===== src/exec_pkg.sv =====
package exec_pkg;

   localparam int XLEN  = 32;
   localparam int CNT_W = 5;

   // Register map in byte addresses
   localparam logic [4:0] ADDR_OPA    = 5'h00;
   localparam logic [4:0] ADDR_OPB    = 5'h04;
   localparam logic [4:0] ADDR_CTRL   = 5'h08;
   localparam logic [4:0] ADDR_STATUS = 5'h0C;
   localparam logic [4:0] ADDR_RESULT = 5'h10;

   localparam logic [1:0] RESP_OKAY = 2'b00;

   typedef enum logic [3:0] {
      OP_ADD  = 4'd0,
      OP_SUB  = 4'd1,
      OP_AND  = 4'd2,
      OP_OR   = 4'd3,
      OP_XOR  = 4'd4,
      OP_SLT  = 4'd5,
      OP_SLTU = 4'd6,
      OP_SLL  = 4'd7,
      OP_SRL  = 4'd8
   } op_t;

   typedef enum logic [1:0] {
      IDLE = 2'd0,
      INIT = 2'd1,
      RUN  = 2'd2,
      TRAP = 2'd3
   } phase_t;

   typedef enum logic [1:0] {
      CAUSE_NONE       = 2'd0,
      CAUSE_ILLEGAL_OP = 2'd1
   } cause_t;

   typedef struct packed {
      logic            start;
      op_t             op;
      logic [XLEN-1:0] opa;
      logic [XLEN-1:0] opb;
   } exec_cmd_t;

   typedef struct packed {
      phase_t           phase;
      logic [CNT_W-1:0] cnt;
      logic             cnt_en;
      logic             init;
      logic             run;
      logic             shamt_en;
      logic             load;
      logic             res_shift;
      logic             res_zero;
   } exec_ctl_t;

   typedef struct packed {
      logic   busy;
      logic   done;
      cause_t cause;
   } exec_sts_t;

endpackage


===== src/exec_state.sv =====
`timescale 1ns/10ps

module exec_state import exec_pkg::*; (
   input  logic      i_clk,
   input  logic      i_rst,
   input  exec_cmd_t i_cmd,
   input  logic      i_sh_done,
   output exec_ctl_t o_ctl,
   output exec_sts_t o_sts
);

   phase_t           state;
   logic [CNT_W-1:0] cnt;
   logic             cnt_done;
   logic             cnt_en;
   logic             stage_one_done;
   logic             load;
   logic             busy;
   logic             done;
   cause_t           cause;
   logic             illegal_op;
   logic             two_stage_op;
   logic             shift_op;

   assign illegal_op = !(i_cmd.op inside {OP_ADD, OP_SUB, OP_AND, OP_OR, OP_XOR,
                                          OP_SLT, OP_SLTU, OP_SLL, OP_SRL});
   assign shift_op     = i_cmd.op inside {OP_SLL, OP_SRL};
   assign two_stage_op = shift_op || (i_cmd.op inside {OP_SLT, OP_SLTU});

   assign cnt_en = (state != IDLE);

   assign o_ctl = '{
      phase:     state,
      cnt:       cnt,
      cnt_en:    cnt_en,
      init:      (state == INIT),
      run:       (state == RUN),
      shamt_en:  (state == INIT) && (cnt < 5),
      load:      load,
      res_shift: (state == RUN) || (state == TRAP),
      res_zero:  (state == TRAP)
   };

   assign o_sts = '{busy: busy, done: done, cause: cause};

   always_ff @(posedge i_clk) begin
      load <= i_cmd.start; // Buffers load one cycle after the start pulse

      // High during the last bit of a phase while cnt is 31
      cnt_done <= cnt_en && (cnt == 5'd30);

      if (i_cmd.start) begin
         busy  <= 1'b1;
         done  <= 1'b0;
         cause <= CAUSE_NONE;
      end

      case (state)
         IDLE: begin
            if (load) begin
               state <= RUN;
               if (two_stage_op && !stage_one_done)
                  state <= INIT;
               if (illegal_op) begin
                  state <= TRAP;
                  cause <= CAUSE_ILLEGAL_OP;
               end
            end else if (stage_one_done && i_sh_done) begin
               state <= RUN; // Shifter has finished rotating operand A
            end
         end
         INIT: begin
            stage_one_done <= 1'b1;
            if (cnt_done)
               state <= shift_op ? IDLE : RUN;
         end
         RUN: begin
            stage_one_done <= 1'b0;
            if (cnt_done) begin
               state <= IDLE;
               busy  <= 1'b0;
               done  <= 1'b1;
            end
         end
         TRAP: begin
            if (cnt_done) begin
               state <= IDLE;
               busy  <= 1'b0;
               done  <= 1'b1;
            end
         end
         default: state <= IDLE;
      endcase

      cnt <= cnt + {{(CNT_W-1){1'b0}}, cnt_en};

      if (i_rst) begin
         state          <= IDLE;
         cnt            <= '0;
         cnt_done       <= 1'b0;
         stage_one_done <= 1'b0;
         load           <= 1'b0;
         busy           <= 1'b0;
         done           <= 1'b0;
         cause          <= CAUSE_NONE;
      end
   end

endmodule


===== src/serial_alu.sv =====
`timescale 1ns/10ps

module serial_alu import exec_pkg::*; (
   input  logic      i_clk,
   input  logic      i_rst,
   input  exec_ctl_t i_ctl,
   input  op_t       i_op,
   input  logic      i_a,
   input  logic      i_b,
   output logic      o_res_bit
);

   logic             carry;
   logic             lt_flag;
   logic [CNT_W-1:0] shamt;
   logic             sub_mode;
   logic             b_eff;
   logic             c_in;
   logic             sum;
   logic             c_out;
   logic             slt_bit;
   logic             wrapped;
   logic [CNT_W:0]   cnt_plus_sh;

   assign sub_mode = i_op inside {OP_SUB, OP_SLT, OP_SLTU};
   assign b_eff    = i_b ^ sub_mode;
   assign c_in     = (i_ctl.cnt == '0) ? sub_mode : carry; // The +1 of two's complement at bit 0
   assign sum      = i_a ^ b_eff ^ c_in;
   assign c_out    = (i_a & b_eff) | (c_in & (i_a ^ b_eff));

   // When the signs differ, A is the smaller one exactly if it is negative
   assign slt_bit = (i_a ^ i_b) ? i_a : sum;

   assign cnt_plus_sh = {1'b0, i_ctl.cnt} + {1'b0, shamt};

   always_comb begin
      wrapped = 1'b0;
      if (i_op == OP_SLL)
         wrapped = (i_ctl.cnt < shamt);
      else if (i_op == OP_SRL)
         wrapped = cnt_plus_sh[CNT_W]; // Bits that came round from the other end
   end

   always_comb begin
      case (i_op)
         OP_ADD, OP_SUB: o_res_bit = sum;
         OP_AND:         o_res_bit = i_a & i_b;
         OP_OR:          o_res_bit = i_a | i_b;
         OP_XOR:         o_res_bit = i_a ^ i_b;
         OP_SLT, OP_SLTU: o_res_bit = lt_flag && (i_ctl.cnt == '0);
         OP_SLL, OP_SRL: o_res_bit = i_a && !wrapped;
         default:        o_res_bit = 1'b0;
      endcase
   end

   always_ff @(posedge i_clk) begin
      if (i_ctl.shamt_en)
         shamt[i_ctl.cnt[2:0]] <= i_b;
   end

   always_ff @(posedge i_clk) begin
      if (i_rst) begin
         carry   <= 1'b0;
         lt_flag <= 1'b0;
      end else begin
         if (i_ctl.cnt_en)
            carry <= c_out;
         // Final bit of the INIT subtraction decides the comparison
         if (i_ctl.init && (i_ctl.cnt == 5'd31))
            lt_flag <= (i_op == OP_SLTU) ? !c_out : slt_bit;
      end
   end

endmodule


===== src/serial_shifter.sv =====
`timescale 1ns/10ps

module serial_shifter import exec_pkg::*; (
   input  logic      i_clk,
   input  logic      i_rst,
   input  exec_ctl_t i_ctl,
   input  op_t       i_op,
   input  logic      i_b,
   output logic      o_shift_rot,
   output logic      o_done
);

   logic [CNT_W-1:0] shamt;
   logic [CNT_W-1:0] remain;
   logic             active;
   logic             shift_op;
   logic             init_end;

   assign shift_op = i_op inside {OP_SLL, OP_SRL};
   assign init_end = i_ctl.init && (i_ctl.cnt == 5'd31);

   // One rotation of operand A per cycle until the amount is used up
   assign o_shift_rot = active && (remain != '0);
   assign o_done      = active && (remain == '0);

   always_ff @(posedge i_clk) begin
      if (i_ctl.shamt_en)
         shamt[i_ctl.cnt[2:0]] <= i_b; // B arrives LSB first
   end

   always_ff @(posedge i_clk) begin
      if (i_rst) begin
         active <= 1'b0;
         remain <= '0;
      end else if (init_end && shift_op) begin
         active <= 1'b1;
         remain <= shamt;
      end else if (active) begin
         if (remain == '0)
            active <= 1'b0;
         else
            remain <= remain - 1'b1;
      end
   end

endmodule


===== src/operand_bufs.sv =====
`timescale 1ns/10ps

module operand_bufs import exec_pkg::*; (
   input  logic            i_clk,
   input  logic            i_rst,
   input  exec_cmd_t       i_cmd,
   input  exec_ctl_t       i_ctl,
   input  logic            i_rot,
   input  logic            i_res_bit,
   output logic            o_a,
   output logic            o_b,
   output logic [XLEN-1:0] o_result
);

   logic [XLEN-1:0] a_buf;
   logic [XLEN-1:0] b_buf;
   logic            res_in;

   assign o_a = a_buf[0];
   assign o_b = b_buf[0];

   assign res_in = i_ctl.res_zero ? 1'b0 : i_res_bit;

   // Both buffers rotate so that a full phase leaves them as loaded
   always_ff @(posedge i_clk) begin
      if (i_ctl.load) begin
         a_buf <= i_cmd.opa;
         b_buf <= i_cmd.opb;
      end else if (i_ctl.cnt_en) begin
         a_buf <= {a_buf[0], a_buf[XLEN-1:1]};
         b_buf <= {b_buf[0], b_buf[XLEN-1:1]};
      end else if (i_rot) begin
         // Left for SLL, right for SRL
         if (i_cmd.op == OP_SLL)
            a_buf <= {a_buf[XLEN-2:0], a_buf[XLEN-1]};
         else
            a_buf <= {a_buf[0], a_buf[XLEN-1:1]};
      end
   end

   always_ff @(posedge i_clk) begin
      if (i_rst)
         o_result <= '0;
      else if (i_ctl.res_shift)
         o_result <= {res_in, o_result[XLEN-1:1]}; // Bit 0 ends up in place after 32 shifts
   end

endmodule


===== src/axil_regs.sv =====
`timescale 1ns/10ps

module axil_regs import exec_pkg::*; (
   input  logic            i_clk,
   input  logic            i_rst,
   input  logic            i_awvalid,
   output logic            o_awready,
   input  logic [4:0]      i_awaddr,
   input  logic            i_wvalid,
   output logic            o_wready,
   input  logic [XLEN-1:0] i_wdata,
   input  logic [3:0]      i_wstrb,
   output logic            o_bvalid,
   input  logic            i_bready,
   output logic [1:0]      o_bresp,
   input  logic            i_arvalid,
   output logic            o_arready,
   input  logic [4:0]      i_araddr,
   output logic            o_rvalid,
   input  logic            i_rready,
   output logic [XLEN-1:0] o_rdata,
   output logic [1:0]      o_rresp,
   input  exec_sts_t       i_sts,
   input  logic [XLEN-1:0] i_result,
   output exec_cmd_t       o_cmd
);

   logic [XLEN-1:0] opa;
   logic [XLEN-1:0] opb;
   op_t             op;
   logic            start;
   logic            wr_fire;
   logic            rd_fire;
   logic            ctrl_wr;
   logic [XLEN-1:0] rd_mux;

   // Address and data are taken together and only while no response is pending
   assign wr_fire   = i_awvalid && i_wvalid && !o_bvalid;
   assign o_awready = wr_fire;
   assign o_wready  = wr_fire;
   assign rd_fire   = i_arvalid && !o_rvalid;
   assign o_arready = !o_rvalid;
   assign o_bresp   = RESP_OKAY;
   assign o_rresp   = RESP_OKAY;

   // A command while busy gets its response but does nothing
   assign ctrl_wr = wr_fire && (i_awaddr == ADDR_CTRL) && !i_sts.busy && !start;

   assign o_cmd = '{start: start, op: op, opa: opa, opb: opb};

   always_comb begin
      case (i_araddr)
         ADDR_OPA:    rd_mux = opa;
         ADDR_OPB:    rd_mux = opb;
         ADDR_CTRL:   rd_mux = {{(XLEN-4){1'b0}}, op};
         ADDR_STATUS: rd_mux = {{(XLEN-4){1'b0}}, i_sts.cause, i_sts.done, i_sts.busy};
         ADDR_RESULT: rd_mux = i_result;
         default:     rd_mux = '0;
      endcase
   end

   always_ff @(posedge i_clk) begin
      if (wr_fire) begin
         for (int i = 0; i < XLEN/8; i++) begin
            if (i_wstrb[i] && (i_awaddr == ADDR_OPA))
               opa[8*i +: 8] <= i_wdata[8*i +: 8];
            if (i_wstrb[i] && (i_awaddr == ADDR_OPB))
               opb[8*i +: 8] <= i_wdata[8*i +: 8];
         end
      end
      if (rd_fire)
         o_rdata <= rd_mux; // Held until the next accepted read
   end

   always_ff @(posedge i_clk) begin
      if (i_rst) begin
         o_bvalid <= 1'b0;
         o_rvalid <= 1'b0;
         start    <= 1'b0;
         op       <= OP_ADD;
      end else begin
         if (wr_fire)
            o_bvalid <= 1'b1;
         else if (i_bready)
            o_bvalid <= 1'b0;

         if (rd_fire)
            o_rvalid <= 1'b1;
         else if (i_rready)
            o_rvalid <= 1'b0;

         start <= ctrl_wr;
         if (ctrl_wr)
            op <= op_t'(i_wdata[3:0]);
      end
   end

endmodule


===== src/serial_exec_top.sv =====
`timescale 1ns/10ps

module serial_exec_top import exec_pkg::*; (
   input  logic            i_clk,
   input  logic            i_rst,
   input  logic            i_awvalid,
   output logic            o_awready,
   input  logic [4:0]      i_awaddr,
   input  logic            i_wvalid,
   output logic            o_wready,
   input  logic [XLEN-1:0] i_wdata,
   input  logic [3:0]      i_wstrb,
   output logic            o_bvalid,
   input  logic            i_bready,
   output logic [1:0]      o_bresp,
   input  logic            i_arvalid,
   output logic            o_arready,
   input  logic [4:0]      i_araddr,
   output logic            o_rvalid,
   input  logic            i_rready,
   output logic [XLEN-1:0] o_rdata,
   output logic [1:0]      o_rresp
);

   exec_cmd_t       cmd;
   exec_ctl_t       ctl;
   exec_sts_t       sts;
   logic [XLEN-1:0] result;
   logic            a_bit;
   logic            b_bit;
   logic            res_bit;
   logic            rot;
   logic            sh_done;

   axil_regs u_regs (
      .i_clk, .i_rst,
      .i_awvalid, .o_awready, .i_awaddr, .i_wvalid, .o_wready, .i_wdata, .i_wstrb,
      .o_bvalid, .i_bready, .o_bresp,
      .i_arvalid, .o_arready, .i_araddr, .o_rvalid, .i_rready, .o_rdata, .o_rresp,
      .i_sts(sts), .i_result(result), .o_cmd(cmd)
   );

   exec_state u_state (
      .i_clk, .i_rst, .i_cmd(cmd), .i_sh_done(sh_done), .o_ctl(ctl), .o_sts(sts)
   );

   operand_bufs u_bufs (
      .i_clk, .i_rst, .i_cmd(cmd), .i_ctl(ctl), .i_rot(rot), .i_res_bit(res_bit),
      .o_a(a_bit), .o_b(b_bit), .o_result(result)
   );

   serial_alu u_alu (
      .i_clk, .i_rst, .i_ctl(ctl), .i_op(cmd.op), .i_a(a_bit), .i_b(b_bit),
      .o_res_bit(res_bit)
   );

   serial_shifter u_shifter (
      .i_clk, .i_rst, .i_ctl(ctl), .i_op(cmd.op), .i_b(b_bit),
      .o_shift_rot(rot), .o_done(sh_done)
   );

endmodule


===== config.mk =====
export PLATFORM = sky130hd
export DESIGN_NAME = serial_exec_top
export DESIGN_NICKNAME = d
export VERILOG_FILES = /design/src/exec_pkg.sv /design/src/exec_state.sv /design/src/serial_alu.sv /design/src/serial_shifter.sv /design/src/operand_bufs.sv /design/src/axil_regs.sv /design/src/serial_exec_top.sv
export SDC_FILE = /design/constraint.sdc
export NUM_CORES = 1
export LEC_CHECK = 0
export BUFFER_PORTS_ARGS = -buffer_cell sky130_fd_sc_hd__buf_4
export CORE_ASPECT_RATIO = 1.25
export CORE_UTILIZATION = 39
export CTS_CLUSTER_SIZE = 40
export DETAILED_ROUTE_END_ITERATION = 8
export PLACE_DENSITY = 0.57
export REMOVE_ABC_BUFFERS = 1
export SYNTH_ARGS = -nofsm -noshare
export SYNTH_HDL_FRONTEND = slang
export SYNTH_SLANG_ARGS = --single-unit

===== constraint.sdc =====
create_clock -name i_clk -period 2.6 [get_ports i_clk]
set_input_delay 0.39 -clock i_clk [delete_from_list [all_inputs] [get_ports i_clk]]
set_output_delay 0.39 -clock i_clk [all_outputs]
set_load 0.03 [all_outputs]

==> results of run 1 <==
worst max-delay path by stage:
stage	end	slack, ns	cells past startpoint
after floorplan	u_bufs.a_buf[0]	-0.70	2
after global placement	u_bufs.o_result[31]	0.43	8
after detailed placement	u_regs.opa[21]	0.36	5
after CTS	u_bufs.o_result[31]	0.36	8
after global routing	u_bufs.o_result[31]	0.13	8
final	u_bufs.o_result[31]	0.36	8
sequential cells by signal, indices dropped and copies added, names as in the netlist, 2 cells and up:
signal            count
u_regs.op             4
u_shifter.remain      5
u_regs.opb           32
u_alu.shamt           4
u_state.cause         2
u_state.state         2
u_regs.opa           32
u_state.cnt           5
u_regs.o_rdata       32
u_bufs.a_buf         32
u_bufs.o_result      32
u_bufs.b_buf         32
power breakdown:
| group | internal, mW | total (mW) | switching [mW] | leakage (nW) |
|---|---|---|---|---|
| combinational | 0.181 | 0.492 | 0.311 | 2.10 |
| clock | 2.12 | 3.46 | 1.34 | 0.399 |
| sequential | 3.98 | 4.02 | 0.0440 | 2.01 |
per-layer routing:
layer | track usage | up-vias
li1 | - | 3006
met1 | 0.211 | 3039
met2 | 0.322 | 141
met3 | 0.0227 | 18
met4 | 0.0376 | 0
met5 | 0 | -
final cells by class:
class,count,area [um^2]
flip-flops and latches,226,6180
clock inverters,10,125
fillers,2245,12800
multi-input cells,459,3080
clock buffers,32,681
repair buffers,113,873
inverters,44,165
well taps,330,413
stage by stage:
step	area [um^2]	power (mW)	hold slack (ns)	util
6_report	11500	7.98	0.0494	0.473
5_1_grt	11500	8.23	0.0464	0.473
4_1_cts	11500	8.09	0.0356	0.473
3_5_place_dp	10700	4.60	0.449	0.440
3_3_place_gp	10700	4.60	0.444	0.440
2_1_floorplan	9400	4.34	0.426	-
synthesized netlist by cell type (7+ instances only):
library cell  number  area, um^2
edfxtp_1         165        4950
nand2_1          112         420
dfxtp_1           61        1220
inv_1             44         165
a21oi_1           42         210
nor2_1            40         150
mux2i_1           39         390
mux2_2            35         394
o21ai_0           29         145
a222oi_1          28         280
clkbuf_1          23        86.3
ha_1              18         225
buf_2             15        75.1
nor2b_1           12        75.1
o21ai_1           11        55.1
a22oi_1            9        67.6
a211oi_1           8        60.1
nand3_1            7        35.0
kinds of logic after synthesis:
kind of cell / count (synthesis) / share of synthesized area
xor+xnor: 7 / 0.00636
buf+inv: 94 / 0.0440
other cells: 1 / 0.000389
mux: 74 / 0.0814
flops: 226 / 0.640
simple gates: 209 / 0.0995
fa+ha+maj: 19 / 0.0254
compound gates: 146 / 0.103
==> summary.txt, run 1 <==
Finish
  – Commonest non-fill, non-tap cell in the layout: edfxtp_1
  – Area grow syn2layout: 19.4%
  – Most frequent cells in the layout: 165 x edfxtp_1, 112 x nand2_1, 111 x buf_4
  – Finished Layout Cells: 1214
  – Layout Nets: 939
  – ANT cells: 0
  – Layout cells sized above 1: 0.223

Critical path
  – Required @ worst endpoint: 3.06 ns
  – Worst Setup SP: u_state.cnt[1]
  – Worst path cell trace: nor2_1 > nand2_1 > mux2i_1 > fa_1 > nor2b_1 > a2111oi_0 > a221o_1 > a21o_1
  – Largest delay share family, worst path: compound AO/OA/AOI/OAI gates
  – Crit start category: register
  – CP max FO: 10
  – Reg2Reg Depth: 8
  – Worst setup EP type: register
  – Crit path arrival time: 2.70 ns
  – CP peak stage delay: 0.50 ns
  – Critical path class: register to register
  – CP max-delay cell: dfxtp_1
  – R2R setup slack: 0.36 ns
  – RR Endpoint: u_bufs.o_result[31]
  – Buf/Inv on CP: 0
  – FF-to-FF Start: u_state.cnt[1]

Timing
  – Final-report max-slew violation count: 0
  – Fin Setup TNS: 0 ns
  – Final hold vios: 0
  – Clock skew: 0.0252 ns
  – Worst Tran Pin Value: 0.802 ns
  – Fmax: 446 MHz
  – Minimum clock period: 2.24 ns
  – RSZ-0062 raised after global routing: false
  – Final WS setup: 0.359 ns
  – Relative slew slack: 0.465
  – Final Cycle Share: 0.862
  – Count of final setup violators: 0

Clock tree
  – Clk sinks: 226
  – CTS clk-pin slew, worst paths: 0.06 ns
  – Hold buffers post-CTS: 0
  – Post-CTS sizing: 0
  – TritonCTS clock tree: done
  – Clk_lat worst skew: 0.52 ns
  – CTS max path bufs: 3
  – Total CTS buffers: 23
  – H-tree levels: 1
  – Postcts setup bufs: 0
  – Root Buffer: clkbuf_16

Synthesis
  – Post-synth EDFFs: 165
  – Post-synthesis sequential area ratio: 0.640
  – Synthesized area per cell: 12.4 um^2
  – Synth async-reset ratio: 0
  – Post-synth top flop: edfxtp_1
  – Flops & latches, synth: 226
  – Mapped Cells: 776
  – Post-synthesis cell area: 9640 um^2
  – Synthesis Warnings: 0
  – Distinct cells, synth: 58

Power
  – Worst VDD drop: 0.391 mV
  – PD cells: 693 nW/um^2
  – Leak Pwr: 4.51 nW

Route
  – Drt wl/cell: 17.7 um
  – Post-route ant nets: 0
  – DRC Markers: 0
  – Final wirelength: 21.5 mm
  – Routed length on met1: 9.08 mm
  – Met3 wire length: 847 um
  – Drt first-iter violations: 387
  – Top layer in use: met4
  – Routed met2 length: 11.3 mm
  – DR pass1 iterations: 5
  – Vias/cell: 5.11
  – Vias: 6204

Place
  – Placed Cells incl. Taps: 1172
  – Worst slack, placed: 0.361 ns
  – GPL Wtd Cong: 0.859
  – Hpwl dp: 14.3 mm
  – Port Buffers: 89

Outcome
  – Run status: finished clean

Floorplan
  – Initial Util: 0.396
  – Core area: 24300 um^2
  – FP Rows: 64
  – Die Y: 178 um
  – Total die area: 25400 um^2
  – Die Wd: 143 um
  – IO Count: 94

Worst hold path
  – Worst Hold Path EP: u_regs.o_rvalid
  – Hold Path Class: primary input to register
  – Worst hold path depth: 2
  – Critical hold path startpoint: i_rready

GRT
  – GRT Util Overall: 0.173
  – First-pass GRT wire length: 33.7 mm
  – Vias in the first global route: 6213
  – Largest net degree at the start of global routing: 63
  – GRT Residual Overflow: 0
  – Antenna violations before repair: 0

Job
  – MaxCap Viol Count: 0
No activity file was read; power rests on OpenSTA's default activity.
==> inputs of run 2 (changes only) <==
--- a/config.mk
+++ b/config.mk
@@ -6,11 +6,13 @@
 export NUM_CORES = 1
 export LEC_CHECK = 0
 export BUFFER_PORTS_ARGS = -buffer_cell sky130_fd_sc_hd__buf_4
+export CELL_PAD_IN_SITES_DETAIL_PLACEMENT = 1
+export CELL_PAD_IN_SITES_GLOBAL_PLACEMENT = 2
 export CORE_ASPECT_RATIO = 1.25
 export CORE_UTILIZATION = 39
 export CTS_CLUSTER_SIZE = 40
 export DETAILED_ROUTE_END_ITERATION = 8
-export PLACE_DENSITY = 0.57
+export PLACE_DENSITY = 0.78
 export REMOVE_ABC_BUFFERS = 1
 export SYNTH_ARGS = -nofsm -noshare
 export SYNTH_HDL_FRONTEND = slang
==> summary.txt, run 2 (synthesis gave the netlist of run 1 again) <==
Outcome
  – Run status: finished clean

Route
  – Vias: 6449 (+3.9%)
  – Vias/cell: 5.29 (+3.4%)
  – Drt first-iter violations: 395 (+2.1%)
  – Post-route ant nets: 0 (unchanged)
  – DRC Markers: 0 (unchanged)
  – DR pass1 iterations: 7 (+2)
  – Final wirelength: 24.6 mm (+15%)
  – Drt wl/cell: 20.2 um (+14%)

Finish
  – Final core occ: 0.474 (+0.000925)
  – ANT cells: 0 (unchanged)
  – Layout Nets: 944 (+0.53%)
  – Most frequent cells in the layout: 165 x edfxtp_1, 116 x buf_4, 112 x nand2_1
  – Fillers: 2582 (+15%)
  – Commonest non-fill, non-tap cell in the layout: edfxtp_1
  – Area grow syn2layout: 19.6%
  – FF/Latch Area: 6180 um^2 (unchanged)
  – Layout cells sized above 1: 0.226 (+0.00299)
  – Multi-input gate area: 3080 um^2 (+0.16%)

Power
  – Combinational share of power: 0.062 (about the same)
  – Seq pwr share: 0.502 (-0.002)
  – Clk network pwr share: 0.436 (+0.002)
  – Worst VDD drop: 0.429 mV (+9.9%)
  – Sw Share: 0.220 (+0.00717)
  – Internal power: 6.27 mW (-0.23%)
  – Switching pwr: 1.76 mW (+4.1%)
  – Leak Pwr: 4.53 nW (+0.43%)
  – PD cells: 696 nW/um^2 (+0.49%)

GRT
  – Largest net degree at the start of global routing: 43 (-32%)
  – First-pass GRT wire length: 38.3 mm (+14%)
  – Antenna violations before repair: 0 (unchanged)
  – GRT Util Overall: 0.198 (+0.0256)
  – Vias in the first global route: 7203 (+16%)
  – GRT Residual Overflow: 0 (unchanged)

Floorplan
  – Core area: 24300 um^2 (unchanged)
  – IO Count: 94 (unchanged)
  – FP Rows: 64 (unchanged)
  – Die Wd: 143 um (unchanged)
  – Initial Util: 0.396 (unchanged)
  – Die Y: 178 um (unchanged)
  – Total die area: 25400 um^2 (unchanged)

Critical path
  – Worst setup EP type: register
  – CP max-delay cell: fa_1
  – Critical path class: register to register
  – Required @ worst endpoint: 3.06 ns (about the same)
  – CP peak stage delay: 0.46 ns (-0.04 ns)
  – CP max FO: 7 (-3)
  – Crit path arrival time: 2.85 ns (+0.15 ns)
  – Worst path cell trace: nor3_2 > nand2_1 > mux2i_1 > fa_1 > nor2b_1 > a2111oi_0 > a221o_1 > a21o_1
  – Crit start category: register

Timing
  – Worst Tran Pin Value: 0.860 ns (+0.0583 ns)
  – Count of final setup violators: 0 (unchanged)
  – Final hold vios: 0 (unchanged)
  – Final-report max-slew violation count: 0 (unchanged)
  – Minimum clock period: 2.38 ns (+0.143 ns)
  – Clock skew: 0.00721 ns (-0.0180 ns)
  – RSZ-0062 raised after global routing: false
  – Relative slew slack: 0.426 (-0.0389)
  – Fmax: 419 MHz (-6.0%)
  – Final Cycle Share: 0.917 (+0.0551)
  – Fin Setup TNS: 0 ns (unchanged)
  – Final WS setup: 0.216 ns (-0.143 ns)

Place
  – Port Buffers: 89 (unchanged)
  – Worst slack, placed: 0.0652 ns (-0.296 ns)
  – Hpwl dp: 16.5 mm (+16%)
  – GPL Wtd Cong: 0.823 (-4.2%)

Clock tree
  – Clk sinks: 226 (unchanged)
  – TritonCTS clock tree: done
  – CTS clk-pin slew, worst paths: 0.06 ns (about the same)
  – Root Buffer: clkbuf_16
  – Clk_lat worst skew: 0.51 ns (about the same)
  – H-tree levels: 1 (unchanged)
  – Postcts setup bufs: 0 (unchanged)
  – Total CTS buffers: 24 (+4.3%)
  – CTS max path bufs: 3 (unchanged)

Worst hold path
  – Hold Path Class: primary input to register

Job
  – MaxCap Viol Count: 0 (unchanged)
run 2: metal layers:
layer  GRT usage  share of wire  vias up
met2       0.381           0.55      129
met5           0              0        -
li1            -              -     3022
met1       0.213           0.38     3258
met4      0.0883          0.034        0
met3      0.0270          0.035       40
run 2: repair_timing:
action / in CTS / in global routing
resized for setup: 0 / 1
hold buffers: 0 / 0
endpoints found under the setup margin: 0 / 1
run 2: power groups by stage:
stage | Clock (mW) | Combinational (mW) | Sequential (mW)
CTS | 3.59 | 0.508 | 4.03
floorplan | 0 | 0.190 | 4.15
finish | 3.51 | 0.498 | 4.03
global route | 3.69 | 0.539 | 4.04
global placement | 0 | 0.490 | 4.10
detailed placement | 0 | 0.506 | 4.11
run 2: path summary, 6_finish.rpt:
path                                         start                   to  slack (ns)  depth (start not counted)
worst max-delay path                u_state.cnt[0]  u_bufs.o_result[31]        0.22                          8
worst min-delay path                      i_rready      u_regs.o_rvalid        0.06                          2
worst max register to register      u_state.cnt[0]  u_bufs.o_result[31]        0.22                          8
worst min register to register  u_bufs.o_result[0]   u_bufs.o_result[0]        0.46                          2
run 2: metrics by stage:
step | hold WS, ns | instance area [um^2] | std cells | power (mW)
after floorplan | 0.426 | 9400 | 729 | 4.34
after global placement | 0.447 | 10700 | 1176 | 4.59
after detailed placement | 0.454 | 10700 | 1176 | 4.61
after CTS | 0.0391 | 11500 | 1220 | 8.12
after global routing | 0.0439 | 11500 | 1220 | 8.26
final | 0.0585 | 11500 | 1220 | 8.03
run 2: final cells by class:
| type | instances | share of cell area |
|---|---|---|
| sequential | 226 | 0.536 |
| multi-input combinational | 459 | 0.267 |
| timing repair buffer | 117 | 0.0772 |
| clock buffer | 32 | 0.0582 |
| tap | 330 | 0.0358 |
| inverter | 44 | 0.0143 |
| clock inverter | 12 | 0.0116 |
run 2: critical path, delay by kind of cell (launching register included):
family,cells,cell delay (ns)
AND/OR/NAND/NOR,3,0.62
adder cells (fa/ha/maj),1,0.46
multiplexers,1,0.21
AO/OA/AOI/OAI,3,0.68
flip-flops,1,0.37
==> inputs of run 3 (changes only) <==
--- a/config.mk
+++ b/config.mk
@@ -13,6 +13,7 @@
 export CTS_CLUSTER_SIZE = 40
 export DETAILED_ROUTE_END_ITERATION = 8
 export PLACE_DENSITY = 0.78
+export RECOVER_POWER = 100
 export REMOVE_ABC_BUFFERS = 1
 export SYNTH_ARGS = -nofsm -noshare
 export SYNTH_HDL_FRONTEND = slang
==> summary.txt, run 3 (synthesis gave the netlist of run 1 again) <==
Floorplan
  – Initial Util: 0.396 (unchanged)
  – FP Rows: 64 (unchanged)
  – Core area: 24300 um^2 (unchanged)
  – Die Y: 178 um (unchanged)
  – Total die area: 25400 um^2 (unchanged)
  – IO Count: 94 (unchanged)
  – Die Wd: 143 um (unchanged)

Critical path
  – CP peak stage delay: 0.46 ns (about the same)
  – CP max FO: 7 (unchanged)
  – Worst setup EP type: register
  – Worst path cell trace: nor3_2 > nand2_1 > mux2i_1 > fa_1 > nor2b_1 > a2111oi_0 > a221o_1 > a21o_1
  – Critical path class: register to register
  – Buf/Inv on CP: 0 (unchanged)
  – R2R setup slack: 0.18 ns (-0.03 ns)
  – Required @ worst endpoint: 3.06 ns (about the same)
  – Reg2Reg Depth: 8 (unchanged)
  – FF-to-FF Start: u_state.cnt[0]
  – Largest delay share family, worst path: compound AO/OA/AOI/OAI gates
  – Crit path arrival time: 2.88 ns (+0.03 ns)
  – Worst path depth: 8 (unchanged)
  – RR Endpoint: u_bufs.o_result[31]
  – Crit start category: register
  – CP max-delay cell: fa_1

Power
  – PD cells: 711 nW/um^2 (+2.1%)
  – Switching pwr: 1.77 mW (about the same)
  – Internal power: 6.22 mW (-0.76%)
  – Clk network pwr share: 0.439 (+0.003)
  – Sw Share: 0.221 (+0.00133)
  – Worst VDD drop: 0.432 mV (+0.74%)
  – Combinational share of power: 0.056 (-0.006)
  – Overall power: 7.99 mW (-0.59%)
  – Leak Pwr: 4.24 nW (-6.3%)
  – Seq pwr share: 0.505 (+0.003)

Clock tree
  – Clk_lat worst skew: 0.52 ns (about the same)
  – TritonCTS clock tree: done
  – Root Buffer: clkbuf_16
  – Clk sinks: 226 (unchanged)
  – Post-CTS sizing: 0 (unchanged)
  – Hold buffers post-CTS: 0 (unchanged)
  – CTS max path bufs: 3 (unchanged)
  – Postcts setup bufs: 0 (unchanged)
  – CTS clk-pin slew, worst paths: 0.06 ns (about the same)
  – H-tree levels: 1 (unchanged)
  – Total CTS buffers: 24 (unchanged)

Timing
  – Final-report max-slew violation count: 0 (unchanged)
  – Final Cycle Share: 0.929 (+0.0121)
  – Fmax: 414 MHz (-1.3%)
  – Final hold vios: 0 (unchanged)
  – Minimum clock period: 2.42 ns (+0.0315 ns)
  – Clock skew: 0.00701 ns (-0.000203 ns)
  – Relative slew slack: 0.315 (-0.111)
  – Fin Setup TNS: 0 ns (unchanged)
  – RSZ-0062 raised after global routing: false
  – Count of final setup violators: 0 (unchanged)
  – Worst Tran Pin Value: 1.03 ns (+0.167 ns)

GRT
  – First-pass GRT wire length: 38.3 mm (unchanged)
  – GRT Residual Overflow: 0 (unchanged)
  – Largest net degree at the start of global routing: 43 (unchanged)
  – GRT Util Overall: 0.198 (unchanged)
  – Vias in the first global route: 7203 (unchanged)
  – Antenna violations before repair: 0 (unchanged)

Worst hold path
  – Worst hold path depth: 2 (unchanged)
  – Worst Hold Path EP: u_regs.o_rvalid
  – Critical hold path startpoint: i_rready
  – Hold Path Class: primary input to register

Finish
  – ANT cells: 0 (unchanged)
  – Most frequent cells in the layout: 165 x edfxtp_1, 113 x nand2_1, 77 x clkbuf_1
  – Commonest non-fill, non-tap cell in the layout: edfxtp_1
  – Fillers: 2630 (+1.9%)
  – Layout Nets: 944 (unchanged)
  – Area grow syn2layout: 16.5%
  – Layout cells sized above 1: 0.144 (-0.0820)

Outcome
  – Run status: finished clean

Route
  – Top layer in use: met4
  – Vias/cell: 5.32 (+0.70%)
  – Vias: 6494 (+0.70%)
  – DR pass1 iterations: 5 (-2)
  – Routed length on met1: 9.38 mm (+0.42%)
  – Met3 wire length: 879 um (+1.7%)
  – Routed met2 length: 13.6 mm (+0.28%)
  – Post-route ant nets: 0 (unchanged)
  – Final wirelength: 24.7 mm (+0.19%)
  – Drt first-iter violations: 437 (+11%)
  – DRC Markers: 0 (unchanged)
  – Drt wl/cell: 20.2 um (+0.19%)

Place
  – Port Buffers: 89 (unchanged)
  – Hpwl dp: 16.5 mm (unchanged)
  – GPL Wtd Cong: 0.823 (unchanged)

Job
  – MaxCap Viol Count: 0 (unchanged)
==> run 3: changes by cell type in the layout (fill, tap and decap cells not counted), moves of 8 or more <==
cell,before,now
clkbuf_4,0,8
buf_4,116,29
o21ai_0,29,39
o21ai_1,11,1
clkbuf_1,5,77
clkbuf_2,0,8
==> run 3: how the worst max path moves through the flow <==
stage,start,slack (ns),end
after detailed placement,u_state.cnt[4],0.07,u_bufs.o_result[31]
after floorplan,u_state.load,-0.70,u_bufs.a_buf[0]
after global placement,u_state.cnt[0],0.21,u_bufs.o_result[31]
after global routing,u_state.cnt[4],0.05,u_bufs.o_result[31]
after CTS,u_state.cnt[4],0.05,u_bufs.o_result[31]
final,u_state.cnt[0],0.18,u_bufs.o_result[31]
==> run 3: area by class of cell <==
type                       count  area [um^2]  area share
clock buffer                  32          672      0.0598
tap                          330          413      0.0368
sequential                   226         6180       0.550
multi-input combinational    459         3080       0.274
clock inverter                12          134      0.0119
inverter                      44          165      0.0147
timing repair buffer         117          588      0.0524
==> run 3: power by group through the flow <==
stage,sequential (mW),combinational (mW),clock (mW)
after floorplan,4.15,0.190,0
after global placement,4.10,0.490,0
after detailed placement,4.11,0.506,0
after CTS,4.03,0.508,3.59
after global routing,4.04,0.488,3.69
final,4.03,0.448,3.51
==> run 3: through the flow <==
stage / worst slack [ns] / instance area [um^2] / cells / utilization / hold WS [ns]
floorplan: -0.702 / 9400 / 729 / - / 0.426
global placement: 0.209 / 10700 / 1176 / 0.441 / 0.447
detailed placement: 0.0652 / 10700 / 1176 / 0.441 / 0.454
CTS: 0.0484 / 11500 / 1220 / 0.474 / 0.0391
global route: 0.0510 / 11200 / 1220 / 0.461 / 0.0657
finish: 0.184 / 11200 / 1220 / 0.461 / 0.0553
==> run 3: per-layer routing <==
metal	track usage	vias up
met3	0.0270	42
met1	0.213	3290
met2	0.381	138
met5	0	-
li1	-	3024
met4	0.0883	0
